$ cat config.mk
export PLATFORM = sky130hd
export DESIGN_NAME = plic_top
export DESIGN_NICKNAME = d
export VERILOG_FILES = /design/src/design/plic_pkg.sv /design/src/design/plic_top.sv /design/src/design/plic_regs.sv /design/src/design/plic_target_select.sv /design/src/design/plic_gateway.sv
export SDC_FILE = /design/constraint.sdc
export NUM_CORES = 2
export LEC_CHECK = 0
export BUFFER_PORTS_ARGS = -buffer_cell sky130_fd_sc_hd__buf_4
export CORE_UTILIZATION = 25
export CTS_BUF_LIST = sky130_fd_sc_hd__clkbuf_2 sky130_fd_sc_hd__clkbuf_4 sky130_fd_sc_hd__clkbuf_8
export DETAILED_ROUTE_END_ITERATION = 7
export GPL_TIMING_DRIVEN = 1
export PLACE_DENSITY = 0.44
export SETUP_SLACK_MARGIN = 0.2
export SYNTH_ARGS = -nofsm -noshare
export SYNTH_HDL_FRONTEND = slang
export SYNTH_SLANG_ARGS = --single-unit
$ cat constraint.sdc
create_clock -name clk -period 52.2 [get_ports clk]
set_clock_uncertainty 0.1 [all_clocks]
set_input_delay 10.44 -clock clk [delete_from_list [all_inputs] [get_ports clk]]
set_output_delay 10.44 -clock clk [all_outputs]
set_load 0.01 [all_outputs]
$ cat src/design/plic_pkg.sv
// assumes at most 32 sources (source 0 reserved), at most 8 contexts and full-word register access
package plic_pkg;

    // priority and threshold width, a priority of 0 disables the source
    localparam int PRIO_BITS = 3;

    // source number width
    localparam int ID_BITS = 5;

    localparam int ADDR_BITS = 16;
    localparam int DATA_BITS = 32;

    // one register access, valid is a single-cycle strobe
    typedef struct packed {
        logic                 valid;
        logic                 write;
        logic [ADDR_BITS-1:0] addr;
        logic [DATA_BITS-1:0] wdata;
    } reg_req_t;

    // decoded register region of an address
    typedef enum logic [2:0] {
        REG_PRIORITY,
        REG_PENDING,
        REG_ENABLE,
        REG_THRESHOLD,
        REG_CLAIM,
        REG_NONE
    } reg_region_e;

    // source i priority at PRIORITY_BASE + 4*i
    localparam logic [ADDR_BITS-1:0] PRIORITY_BASE = 16'h0000;

    // single pending word
    localparam logic [ADDR_BITS-1:0] PENDING_BASE = 16'h1000;

    // context c enable word at ENABLE_BASE + 0x80*c
    localparam logic [ADDR_BITS-1:0] ENABLE_BASE = 16'h2000;

    // context c block at CTX_BASE + 0x1000*c
    localparam logic [ADDR_BITS-1:0] CTX_BASE = 16'h8000;

    // offsets inside a context block
    localparam logic [11:0] THRESHOLD_OFFSET = 12'h000;
    localparam logic [11:0] CLAIM_OFFSET = 12'h004;

endpackage
$ cat src/design/plic_top.sv
// N_SRC from 2 to 32 and N_CTX from 1 to 8; i_irq[0] is ignored
module plic_top #(
    parameter int N_SRC = 32,
    parameter int N_CTX = 4
) (
    input  logic                              clk,
    input  logic                              nrst,
    input  plic_pkg::reg_req_t                i_req,
    input  logic [N_SRC-1:0]                  i_irq,
    output logic [plic_pkg::DATA_BITS-1:0]    o_rdata,
    output logic                              o_rvalid,
    output logic [N_CTX-1:0]                  o_ip
);

    logic [N_SRC*plic_pkg::PRIO_BITS-1:0] src_prio;
    logic [N_CTX*N_SRC-1:0]               enable;
    logic [N_CTX*plic_pkg::PRIO_BITS-1:0] threshold;
    logic [N_SRC-1:0]                     pending;
    logic [N_CTX*plic_pkg::ID_BITS-1:0]   best_id;
    logic [N_CTX-1:0]                     ip;

    logic                         claim;
    logic [plic_pkg::ID_BITS-1:0] claim_id;
    logic                         complete;
    logic [plic_pkg::ID_BITS-1:0] complete_id;

    plic_regs #(
        .N_SRC(N_SRC),
        .N_CTX(N_CTX)
    ) u_regs (
        .clk           (clk),
        .nrst          (nrst),
        .i_req         (i_req),
        .i_pending     (pending),
        .i_best_id     (best_id),
        .i_ip          (ip),
        .o_rdata       (o_rdata),
        .o_rvalid      (o_rvalid),
        .o_src_prio    (src_prio),
        .o_enable      (enable),
        .o_threshold   (threshold),
        .o_claim       (claim),
        .o_claim_id    (claim_id),
        .o_complete    (complete),
        .o_complete_id (complete_id)
    );

    plic_gateway #(
        .N_SRC(N_SRC)
    ) u_gateway (
        .clk           (clk),
        .nrst          (nrst),
        .i_irq         (i_irq),
        .i_src_prio    (src_prio),
        .i_claim       (claim),
        .i_claim_id    (claim_id),
        .i_complete    (complete),
        .i_complete_id (complete_id),
        .o_pending     (pending)
    );

    plic_target_select #(
        .N_SRC(N_SRC),
        .N_CTX(N_CTX)
    ) u_target_select (
        .clk         (clk),
        .nrst        (nrst),
        .i_pending   (pending),
        .i_src_prio  (src_prio),
        .i_enable    (enable),
        .i_threshold (threshold),
        .o_best_id   (best_id),
        .o_ip        (ip)
    );

    assign o_ip = ip;

endmodule

$ cat src/design/plic_regs.sv
// word access only; misdecoded or out-of-range addresses read zero and ignore writes
module plic_regs #(
    parameter int N_SRC = 32,
    parameter int N_CTX = 4
) (
    input  logic                                         clk,
    input  logic                                         nrst,
    input  plic_pkg::reg_req_t                           i_req,
    input  logic [N_SRC-1:0]                             i_pending,
    input  logic [N_CTX*plic_pkg::ID_BITS-1:0]           i_best_id,
    input  logic [N_CTX-1:0]                             i_ip,
    output logic [plic_pkg::DATA_BITS-1:0]               o_rdata,
    output logic                                         o_rvalid,
    output logic [N_SRC*plic_pkg::PRIO_BITS-1:0]         o_src_prio,
    output logic [N_CTX*N_SRC-1:0]                       o_enable,
    output logic [N_CTX*plic_pkg::PRIO_BITS-1:0]         o_threshold,
    output logic                                         o_claim,
    output logic [plic_pkg::ID_BITS-1:0]                 o_claim_id,
    output logic                                         o_complete,
    output logic [plic_pkg::ID_BITS-1:0]                 o_complete_id
);

    // result of the address decode
    typedef struct packed {
        plic_pkg::reg_region_e        region;
        logic [plic_pkg::ID_BITS-1:0] src;
        logic [2:0]                   ctx;
    } reg_dec_t;

    reg_dec_t dec;

    logic [N_SRC*plic_pkg::PRIO_BITS-1:0] src_prio_q;
    logic [N_CTX*N_SRC-1:0]               enable_q;
    logic [N_CTX*plic_pkg::PRIO_BITS-1:0] thresh_q;

    logic [plic_pkg::DATA_BITS-1:0] rdata_d;
    logic [plic_pkg::DATA_BITS-1:0] rdata_q;
    logic                           rvalid_q;

    logic                           sel_ip;
    logic [plic_pkg::ID_BITS-1:0]   sel_best_id;

    logic rd_strobe;
    logic wr_strobe;

    assign rd_strobe = i_req.valid && !i_req.write;
    assign wr_strobe = i_req.valid && i_req.write;

    // addr[1:0] is ignored everywhere
    always_comb begin
        logic [plic_pkg::ADDR_BITS-1:0] a;

        a = i_req.addr;
        dec.region = plic_pkg::REG_NONE;
        dec.src = a[2 +: plic_pkg::ID_BITS];
        dec.ctx = '0;

        if (a[15:12] == plic_pkg::PRIORITY_BASE[15:12]) begin
            // source 0 is reserved
            if ((a[11:2] != '0) && (a[11:2] < N_SRC)) begin
                dec.region = plic_pkg::REG_PRIORITY;
            end
        end else if (a[15:2] == plic_pkg::PENDING_BASE[15:2]) begin
            dec.region = plic_pkg::REG_PENDING;
        end else if (a[15:12] == plic_pkg::ENABLE_BASE[15:12]) begin
            // one word per context, 0x80 apart
            if ((a[6:2] == '0) && (a[11:7] < N_CTX)) begin
                dec.region = plic_pkg::REG_ENABLE;
                dec.ctx = a[9:7];
            end
        end else if (a[15] == plic_pkg::CTX_BASE[15]) begin
            if (a[14:12] < N_CTX) begin
                dec.ctx = a[14:12];
                if (a[11:2] == plic_pkg::THRESHOLD_OFFSET[11:2]) begin
                    dec.region = plic_pkg::REG_THRESHOLD;
                end else if (a[11:2] == plic_pkg::CLAIM_OFFSET[11:2]) begin
                    dec.region = plic_pkg::REG_CLAIM;
                end
            end
        end
    end

    // line and best id of the addressed context
    always_comb begin
        sel_ip = 1'b0;
        sel_best_id = '0;
        for (int c = 0; c < N_CTX; c++) begin
            if (dec.ctx == 3'(c)) begin
                sel_ip = i_ip[c];
                sel_best_id = i_best_id[c*plic_pkg::ID_BITS +: plic_pkg::ID_BITS];
            end
        end
    end

    // configuration storage
    always_ff @(posedge clk or negedge nrst) begin
        if (!nrst) begin
            src_prio_q <= '0;
            enable_q <= '0;
            thresh_q <= '0;
        end else if (wr_strobe) begin
            case (dec.region)
                plic_pkg::REG_PRIORITY: begin
                    src_prio_q[dec.src*plic_pkg::PRIO_BITS +: plic_pkg::PRIO_BITS]
                        <= i_req.wdata[plic_pkg::PRIO_BITS-1:0];
                end
                plic_pkg::REG_ENABLE: begin
                    // source 0 can never be enabled
                    enable_q[dec.ctx*N_SRC +: N_SRC] <= {i_req.wdata[N_SRC-1:1], 1'b0};
                end
                plic_pkg::REG_THRESHOLD: begin
                    thresh_q[dec.ctx*plic_pkg::PRIO_BITS +: plic_pkg::PRIO_BITS]
                        <= i_req.wdata[plic_pkg::PRIO_BITS-1:0];
                end
                default: begin
                end
            endcase
        end
    end

    // read mux, sampled at the strobe edge
    always_comb begin
        rdata_d = '0;
        case (dec.region)
            plic_pkg::REG_PRIORITY: begin
                rdata_d[plic_pkg::PRIO_BITS-1:0] =
                    src_prio_q[dec.src*plic_pkg::PRIO_BITS +: plic_pkg::PRIO_BITS];
            end
            plic_pkg::REG_PENDING: begin
                rdata_d[N_SRC-1:0] = i_pending;
            end
            plic_pkg::REG_ENABLE: begin
                rdata_d[N_SRC-1:0] = enable_q[dec.ctx*N_SRC +: N_SRC];
            end
            plic_pkg::REG_THRESHOLD: begin
                rdata_d[plic_pkg::PRIO_BITS-1:0] =
                    thresh_q[dec.ctx*plic_pkg::PRIO_BITS +: plic_pkg::PRIO_BITS];
            end
            plic_pkg::REG_CLAIM: begin
                // nothing to claim when the line is low
                if (sel_ip) begin
                    rdata_d[plic_pkg::ID_BITS-1:0] = sel_best_id;
                end
            end
            default: begin
            end
        endcase
    end

    always_ff @(posedge clk or negedge nrst) begin
        if (!nrst) begin
            rdata_q <= '0;
            rvalid_q <= 1'b0;
        end else begin
            rvalid_q <= rd_strobe;
            if (rd_strobe) begin
                rdata_q <= rdata_d;
            end
        end
    end

    // claim and complete act on the gateway at the strobe edge
    assign o_claim = rd_strobe && (dec.region == plic_pkg::REG_CLAIM) && sel_ip;
    assign o_claim_id = sel_best_id;
    assign o_complete = wr_strobe && (dec.region == plic_pkg::REG_CLAIM);
    assign o_complete_id = i_req.wdata[plic_pkg::ID_BITS-1:0];

    assign o_rdata = rdata_q;
    assign o_rvalid = rvalid_q;
    assign o_src_prio = src_prio_q;
    assign o_enable = enable_q;
    assign o_threshold = thresh_q;

endmodule

$ cat src/design/plic_target_select.sv
// one registered stage; ties go to the lowest source number and source 0 never wins
module plic_target_select #(
    parameter int N_SRC = 32,
    parameter int N_CTX = 4
) (
    input  logic                                         clk,
    input  logic                                         nrst,
    input  logic [N_SRC-1:0]                             i_pending,
    input  logic [N_SRC*plic_pkg::PRIO_BITS-1:0]         i_src_prio,
    input  logic [N_CTX*N_SRC-1:0]                       i_enable,
    input  logic [N_CTX*plic_pkg::PRIO_BITS-1:0]         i_threshold,
    output logic [N_CTX*plic_pkg::ID_BITS-1:0]           o_best_id,
    output logic [N_CTX-1:0]                             o_ip
);

    logic [N_CTX*plic_pkg::ID_BITS-1:0] best_id_d;
    logic [N_CTX*plic_pkg::ID_BITS-1:0] best_id_q;
    logic [N_CTX-1:0]                   ip_d;
    logic [N_CTX-1:0]                   ip_q;

    // full scan of all sources for every context
    always_comb begin
        logic [plic_pkg::PRIO_BITS-1:0] best_prio;
        logic [plic_pkg::PRIO_BITS-1:0] thresh;
        logic [plic_pkg::PRIO_BITS-1:0] prio;
        logic [plic_pkg::ID_BITS-1:0]   best_id;

        best_id_d = '0;
        ip_d = '0;

        for (int c = 0; c < N_CTX; c++) begin
            best_prio = '0;
            best_id = '0;
            thresh = i_threshold[c*plic_pkg::PRIO_BITS +: plic_pkg::PRIO_BITS];

            for (int s = 1; s < N_SRC; s++) begin
                prio = i_src_prio[s*plic_pkg::PRIO_BITS +: plic_pkg::PRIO_BITS];
                // strict compare keeps the earlier (lower) id on a tie
                if (i_pending[s] && i_enable[c*N_SRC + s]
                        && (prio > thresh) && (prio > best_prio)) begin
                    best_prio = prio;
                    best_id = plic_pkg::ID_BITS'(s);
                end
            end

            best_id_d[c*plic_pkg::ID_BITS +: plic_pkg::ID_BITS] = best_id;
            ip_d[c] = |best_id;
        end
    end

    always_ff @(posedge clk or negedge nrst) begin
        if (!nrst) begin
            best_id_q <= '0;
            ip_q <= '0;
        end else begin
            best_id_q <= best_id_d;
            ip_q <= ip_d;
        end
    end

    assign o_best_id = best_id_q;
    assign o_ip = ip_q;

endmodule

$ cat src/design/plic_gateway.sv
// level requests only; pending is sticky until claimed and source 0 never pends
module plic_gateway #(
    parameter int N_SRC = 32
) (
    input  logic                                   clk,
    input  logic                                   nrst,
    input  logic [N_SRC-1:0]                       i_irq,
    input  logic [N_SRC*plic_pkg::PRIO_BITS-1:0]   i_src_prio,
    input  logic                                   i_claim,
    input  logic [plic_pkg::ID_BITS-1:0]           i_claim_id,
    input  logic                                   i_complete,
    input  logic [plic_pkg::ID_BITS-1:0]           i_complete_id,
    output logic [N_SRC-1:0]                       o_pending
);

    logic [N_SRC-1:0] pending_q;
    logic [N_SRC-1:0] pending_d;
    logic [N_SRC-1:0] in_service_q;
    logic [N_SRC-1:0] in_service_d;

    always_comb begin
        pending_d = pending_q;
        in_service_d = in_service_q;

        for (int s = 1; s < N_SRC; s++) begin
            // a source in service is held off until software completes it
            if (i_irq[s] && (i_src_prio[s*plic_pkg::PRIO_BITS +: plic_pkg::PRIO_BITS] != '0)
                    && !in_service_q[s]) begin
                pending_d[s] = 1'b1;
            end

            // claim wins over a new request on the same edge
            if (i_claim && (i_claim_id == plic_pkg::ID_BITS'(s))) begin
                pending_d[s] = 1'b0;
                in_service_d[s] = 1'b1;
            end

            if (i_complete && (i_complete_id == plic_pkg::ID_BITS'(s))) begin
                in_service_d[s] = 1'b0;
            end
        end

        // reserved source
        pending_d[0] = 1'b0;
        in_service_d[0] = 1'b0;
    end

    always_ff @(posedge clk or negedge nrst) begin
        if (!nrst) begin
            pending_q <= '0;
            in_service_q <= '0;
        end else begin
            pending_q <= pending_d;
            in_service_q <= in_service_d;
        end
    end

    assign o_pending = pending_q;

endmodule

Word level (Yosys, flattened, before mapping)
Cells that the tools add are included.
{ "word_totals": {"ff_bits": 355, "in_bits": 84, "output_inout_bits": 37} }
{ "op_classes": {"reduce_logical": 641, "eq_ne": 72, "magnitude_cmp": 248, "n_mul": 2, "addsub": 3, "shift": 9, "muxes": 398} }
{ "ops": {"columns": ["operator", "n"], "rows": [
  ["3-bit greater-than comparator", 244],
  ["1-bit logical AND", 503],
  ["3-bit two-way mux", 150],
  ["5-bit two-way mux", 69],
  ["5-bit equality test (second input constant)", 32],
  ["1-bit two-way mux", 133],
  ["128-bit bitwise mux", 1],
  ["4-bit two-way mux", 32],
  ["32-bit by 34-bit variable shift with 128-bit output (first input constant)", 1],
  ["128-bit by 9-bit indexed part select with 32-bit output", 1],
  ["32-bit by 34-bit indexed part select with 128-bit output", 1],
  ["2-bit nonzero test", 62],
  ["96-bit bitwise mux", 1],
  ["3-bit by 34-bit variable shift with 96-bit output (first input constant)", 1],
  ["3-bit by 34-bit indexed part select with 96-bit output", 1],
  ["96-bit by 8-bit indexed part select with 3-bit output", 1],
  ["3-bit nonzero test", 31],
  ["5-bit by 4-bit equality test with 1-bit output (second input constant)", 16],
  ["27-bit one-hot mux with 2 select lines", 1],
  ["5-bit by 3-bit equality test with 1-bit output (second input constant)", 8],
  ["5-bit negator with 34-bit output", 1],
  ["7-bit negator with 34-bit output", 1],
  ["8-bit negator with 34-bit output", 1],
  ["3-bit by 34-bit variable shift with 12-bit output (first input constant)", 1],
  ["28 further kinds", 80]
]} }

Longest topological paths before layout
{ "logic_depth": {"ltp_word": 95, "depth_mapped": 209} }

Hierarchy
Synthesis repeated with hierarchy kept, for this count alone.
{ "unflattened": {"cells_unflattened": 4932, "hier_area_um2": 40289.9} }
{ "by_module_without_submodules": {"columns": ["module", "cells_each", "area_each_um2", "n_inst"], "rows": [
  ["plic_target_select", 3486, 24632.4, 1],
  ["plic_regs", 1159, 12806.0, 1],
  ["plic_gateway", 287, 2851.5, 1]
]} }

Worst setup path after synthesis
No wires, ideal clock.
{ "synth_timing": {"kind": "register to register", "startpoint": "register u_regs.thresh_q (netlist bit u_regs.o_threshold[7])", "endpoint": "register u_target_select.ip_q[2] (netlist: u_target_select.o_ip[2])", "n_path_buf": 3, "required_ns": 51.961, "setup_time_ns": 0.139, "setup_slack_ns": 13.297, "stages_incl_launch_ff": 202, "t_arrival_ns": 38.665, "cell_sequence": "dfrtp_1 inv_1 ha_1 nand3_1 o211ai_1 or3_1 clkbuf_1 ha_1 nand3_1 and4_1 and2_1 clkbuf_2 o21ai_2 inv_1 ha_1 nand3_1 and4_1 nand3_1 [166 not listed] ha_1 nor2_1 a2111oi_1 a211o_1 mux2_2 ha_1 nand3_1 nand4_1 nor3_1 mux2_2 ha_1 nand3_1 nand4_1 nor3_1 nor3_1 nand2_1 or3_1 or4_1"} }
{ "synth_via": {"elab_chain_cells": 95, "word_cells_on_any_way": 185} }
{ "synth_lines": {"columns": ["element", "line_no", "rtl"], "rows": [
  ["start: declaration", "plic_regs.sv:34", "logic [N_CTX*plic_pkg::PRIO_BITS-1:0] thresh_q;"],
  ["start signal: assignment", "plic_regs.sv:100", "thresh_q <= '0;"],
  ["3-bit greater-than comparator", "plic_target_select.sv:40", "&& (prio > thresh) && (prio > best_prio)) begin"],
  ["1-bit logical AND (2 in series)", "plic_target_select.sv:40", null],
  ["3-bit two-way mux", "plic_target_select.sv:39", "if (i_pending[s] && i_enable[c*N_SRC + s]"],
  ["3-bit greater-than comparator", "plic_target_select.sv:40", null],
  ["1-bit logical AND", "plic_target_select.sv:40", null],
  ["3-bit two-way mux", "plic_target_select.sv:39", null],
  ["3-bit greater-than comparator", "plic_target_select.sv:40", null],
  ["1-bit logical AND", "plic_target_select.sv:40", null],
  ["[80 not listed]", null, null],
  ["1-bit logical AND", "plic_target_select.sv:40", null],
  ["3-bit two-way mux", "plic_target_select.sv:39", null],
  ["3-bit greater-than comparator", "plic_target_select.sv:40", null],
  ["1-bit logical AND", "plic_target_select.sv:40", null],
  ["5-bit two-way mux *", "plic_target_select.sv:39", null],
  ["via u_target_select.best_id_d (one bit)", "plic_target_select.sv:16", "logic [N_CTX*plic_pkg::ID_BITS-1:0] best_id_d;"],
  ["5-bit OR reduction *", "plic_target_select.sv:47", "ip_d[c] = |best_id;"],
  ["via u_target_select.ip_d[2]", "plic_target_select.sv:18", "logic [N_CTX-1:0] ip_d;"],
  ["end signal: assignment", "plic_target_select.sv:57", "ip_q <= ip_d;"],
  ["end: declaration", "plic_target_select.sv:19", "logic [N_CTX-1:0] ip_q;"]
]} }
Mark *: on every way through the listed nets, which the timed path passes. The rest lies on a longest branch.
A chain may end at the register's enable or synchronous reset.

Final worst setup path
Ends and elaborated chain as after synthesis.

==> flow_metrics.env <==
export IMPL_leakage_nw=19.5
export IMPL_worst_setup_path_type="reg2reg"
export IMPL_setup_viol=0
export IMPL_wl_per_cell_um=24.8
export IMPL_cts_buffer_depth=3
export IMPL_ys_seq_elements=351
export IMPL_grt_pass1_wl_um=257000
export IMPL_grt_pass1_vias=37200
export IMPL_required_ps=52720
export IMPL_path_buf_inv=8
export IMPL_gp_congestion=0.913
export IMPL_numCtsBuffers=74
export IMPL_syn_instance_count=4848
export IMPL_insertion_delay_ps=800
export IMPL_ys_async_sr_fraction_pct=100
export IMPL_grtUsageTotal_pct=21.3
export IMPL_fin_nets=5582
export IMPL_fin_ws_ps=6520
export IMPL_die_area_um2=161000
export IMPL_postSynthAreaPerCell_um2=8.22
export IMPL_final_hold_viol_count=0
export IMPL_clockRootBuffer="clkbuf_8"
export IMPL_r2r_start="u_regs.o_threshold[7]$_DFFE_PN0P_"
export IMPL_setup_tns_ps=0
export IMPL_final_common_cell="ha_1"
export IMPL_grt_overflow=0
export IMPL_syn_to_final_growth_pct=13.1
export IMPL_power_density_nw_per_um2=14.5
export IMPL_r2r_end="u_target_select.o_ip[2]$_DFF_PN0_"
export IMPL_outcome="completed"
export IMPL_hold_start="u_regs.o_src_prio[2]$_DFFE_PN0P_"
export IMPL_crit_path_top_delay_cell="a2111oi_0"
export IMPL_ir_drop_uv=14.3
export IMPL_ys_warn_count=0
export IMPL_r2r_cells=203
export IMPL_synth_cell_types=113
export IMPL_drive_gt1_share_pct=15.4
export IMPL_synthesis_area_um2=39900
export IMPL_cts_tree="built"
export IMPL_arrival_ps=46200
export IMPL_post_dp_hpwl_um=137000
export IMPL_reg2reg_slack_ps=6520
export IMPL_synth_edf_count=0
export IMPL_first_pass_iters=6
export IMPL_finalCritPeriodShare_pct=87.5
export IMPL_core_rowCount=146
export IMPL_hold_end="u_regs.o_src_prio[2]$_DFFE_PN0P_"
export IMPL_hold_depth=0
export IMPL_finalMaxSlewViolations=0
export IMPL_ant_nets=0
export IMPL_syn_num_nets=5467
export IMPL_critPathMaxStageDelay_ps=970
export IMPL_critPathTopFamily="compound AO/OA/AOI/OAI gates"
export IMPL_drt_iter0_markers=3135
export IMPL_layout_cells_most_common_list="535 x ha_1, 526 x nand2_1, 420 x nor2_1, 347 x dfrtp_1, 318 x a21oi_1"
export IMPL_antenna_found_initial=10
export IMPL_cts_sinks=351
export IMPL_die_width_um=401
export IMPL_tightest_slew_ps=1290
export IMPL_io_buffers=117
export IMPL_core_area_um2=158000
export IMPL_grt_max_degree=77
export IMPL_rsz0062_at_grt="false"
export IMPL_start_util_pct=25.2
export IMPL_vias_per_cell=5.54
export IMPL_crit_fanout=19
export IMPL_clk_pin_slew_worst_paths_ps=60
export IMPL_ios=121
export IMPL_fmax_ghz=0.0219
export IMPL_ctsResizeCount=0
export IMPL_cts_htree_levels=3
export IMPL_worstHoldPathType="reg2reg"
export IMPL_min_period_ps=45680
export IMPL_wirelength_um=176000
export IMPL_pre_cts_slack_ps=7080
export IMPL_yosysSeqAreaShare_pct=22.0
export IMPL_detail_route_drc_violations=0
export IMPL_maxCapViolCount=0
export IMPL_slew_limit_headroom_pct=13.4
export IMPL_die_h_um=401
export IMPL_start_kind="register"
export IMPL_via_count=39300
export IMPL_end_kind="register"
export IMPL_cts_setup_buffers=0
export IMPL_synth_top_flop_cell="dfrtp_1"
export IMPL_hold_buffers=0
==> worst max path at each step <==
stage | cells after the start | endpoint | from | slack, ps
6_report | 203 | u_target_select.o_ip[2]$_DFF_PN0_ | u_regs.o_threshold[7]$_DFFE_PN0P_ | 6520
5_1_grt | 205 | u_target_select.o_ip[2]$_DFF_PN0_ | u_regs.o_threshold[7]$_DFFE_PN0P_ | 3090
4_1_cts | 202 | u_target_select.o_ip[2]$_DFF_PN0_ | u_regs.o_threshold[7]$_DFFE_PN0P_ | 6930
3_5_place_dp | 202 | u_target_select.o_ip[2]$_DFF_PN0_ | u_regs.o_threshold[7]$_DFFE_PN0P_ | 7080
3_3_place_gp | 202 | u_target_select.o_ip[2]$_DFF_PN0_ | u_regs.o_threshold[8]$_DFFE_PN0P_ | 7410
2_1_floorplan | 201 | u_target_select.o_ip[2]$_DFF_PN0_ | u_regs.o_threshold[7]$_DFFE_PN0P_ | 13300
==> worst register-to-register path, delay by kind of cell, from the launching register on <==
kind / cells / cell delay (ps)
AOI/OAI and AO/OA: 68 / 14930
and+or+nand+nor: 80 / 14420
adders and majority gates: 35 / 10140
muxes: 12 / 4330
buffers and inverters: 8 / 1210
DFF: 1 / 400
==> logic make-up after synthesis <==
group | after synthesis | share of synthesized area (%)
AND/OR/NAND/NOR | 1773 | 21.4
AO/OA/AOI/OAI | 1435 | 24.5
adder cells (fa/ha/maj) | 564 | 17.5
buffers and inverters | 414 | 3.95
flip-flops | 351 | 22.0
multiplexers | 307 | 10.5
XOR/XNOR | 3 | 0.0659
other | 1 | 0.00941
==> final cells by class <==
class,instances,area [um2]
fillers,16800,113000
multi-input cells,4083,29500
flip-flops and latches,351,8790
well taps,2072,2590
repair buffers,211,1590
clock buffers,108,1390
inverters,242,910
clock inverters,27,277
diodes,3,7.51
==> synthesized netlist by cell type, types with 21 or more instances <==
| cell | instances | share of area [%] |
|---|---|---|
| mux2_2 | 233 | 6.6 |
| o2111ai_1 | 31 | 0.68 |
| nand3_1 | 226 | 2.8 |
| and3_1 | 59 | 0.93 |
| a21boi_0 | 27 | 0.51 |
| ha_1 | 535 | 17 |
| or3_1 | 22 | 0.35 |
| nor2b_1 | 72 | 1.1 |
| a31oi_1 | 59 | 0.93 |
| o21ai_0 | 297 | 3.7 |
| a21o_1 | 115 | 2.2 |
| nor3b_1 | 40 | 0.75 |
| clkbuf_1 | 142 | 1.3 |
| nand4_1 | 46 | 0.72 |
| nor2_1 | 420 | 4.0 |
| o221ai_1 | 22 | 0.48 |
| a211o_1 | 21 | 0.46 |
| dfrtp_1 | 351 | 22 |
| or2_2 | 44 | 0.69 |
| a21oi_1 | 318 | 4.0 |
| o31ai_1 | 31 | 0.58 |
| o211ai_1 | 46 | 0.87 |
| nand2b_1 | 30 | 0.47 |
| a311oi_1 | 62 | 1.4 |
| nand2_1 | 526 | 5.0 |
| a211oi_1 | 43 | 0.81 |
| mux4_2 | 64 | 3.6 |
| maj3_1 | 28 | 0.70 |
| a22oi_1 | 62 | 1.2 |
| o21a_1 | 60 | 1.1 |
| nor3_1 | 120 | 1.5 |
| and2_1 | 72 | 1.1 |
| inv_1 | 240 | 2.3 |
==> layer usage <==
metal  part of all wire, %  GRT usage (%)
met1                    48           30.4
met4                   2.5           6.04
met5                     0              0
met2                    45           33.9
met3                   4.5           2.01
==> per-stage QoR <==
step	power (mW)	utilization [%]	hold slack, ps	cell area (um2)	std cells
after floorplan	0.291	-	325	39900	4848
after global placement	0.315	27.4	261	43400	6959
after detailed placement	0.315	27.4	263	43400	6959
after CTS	0.664	28.5	278	45100	7094
after global routing	0.676	28.5	294	45100	7095
final	0.652	28.5	280	45100	7097
==> registers in the layout, summed over array words and instances (netlist names) <==
signal	flops
u_regs.o_src_prio	96
u_regs.o_rvalid	1
u_regs.o_enable	124
u_target_select.o_ip	4
u_gateway.in_service_q	31
u_target_select.o_best_id	20
u_regs.o_threshold	12
u_regs.o_rdata	32
u_gateway.o_pending	31
==> power breakdown <==
| group | switching (mW) | internal [mW] | leakage, nW |
|---|---|---|---|
| clock | 0.154 | 0.188 | 0.871 |
| combinational | 0.0235 | 0.00923 | 13.8 |
| sequential | 0.00359 | 0.273 | 4.81 |
Note: power is estimated with default switching activity, not from simulation.
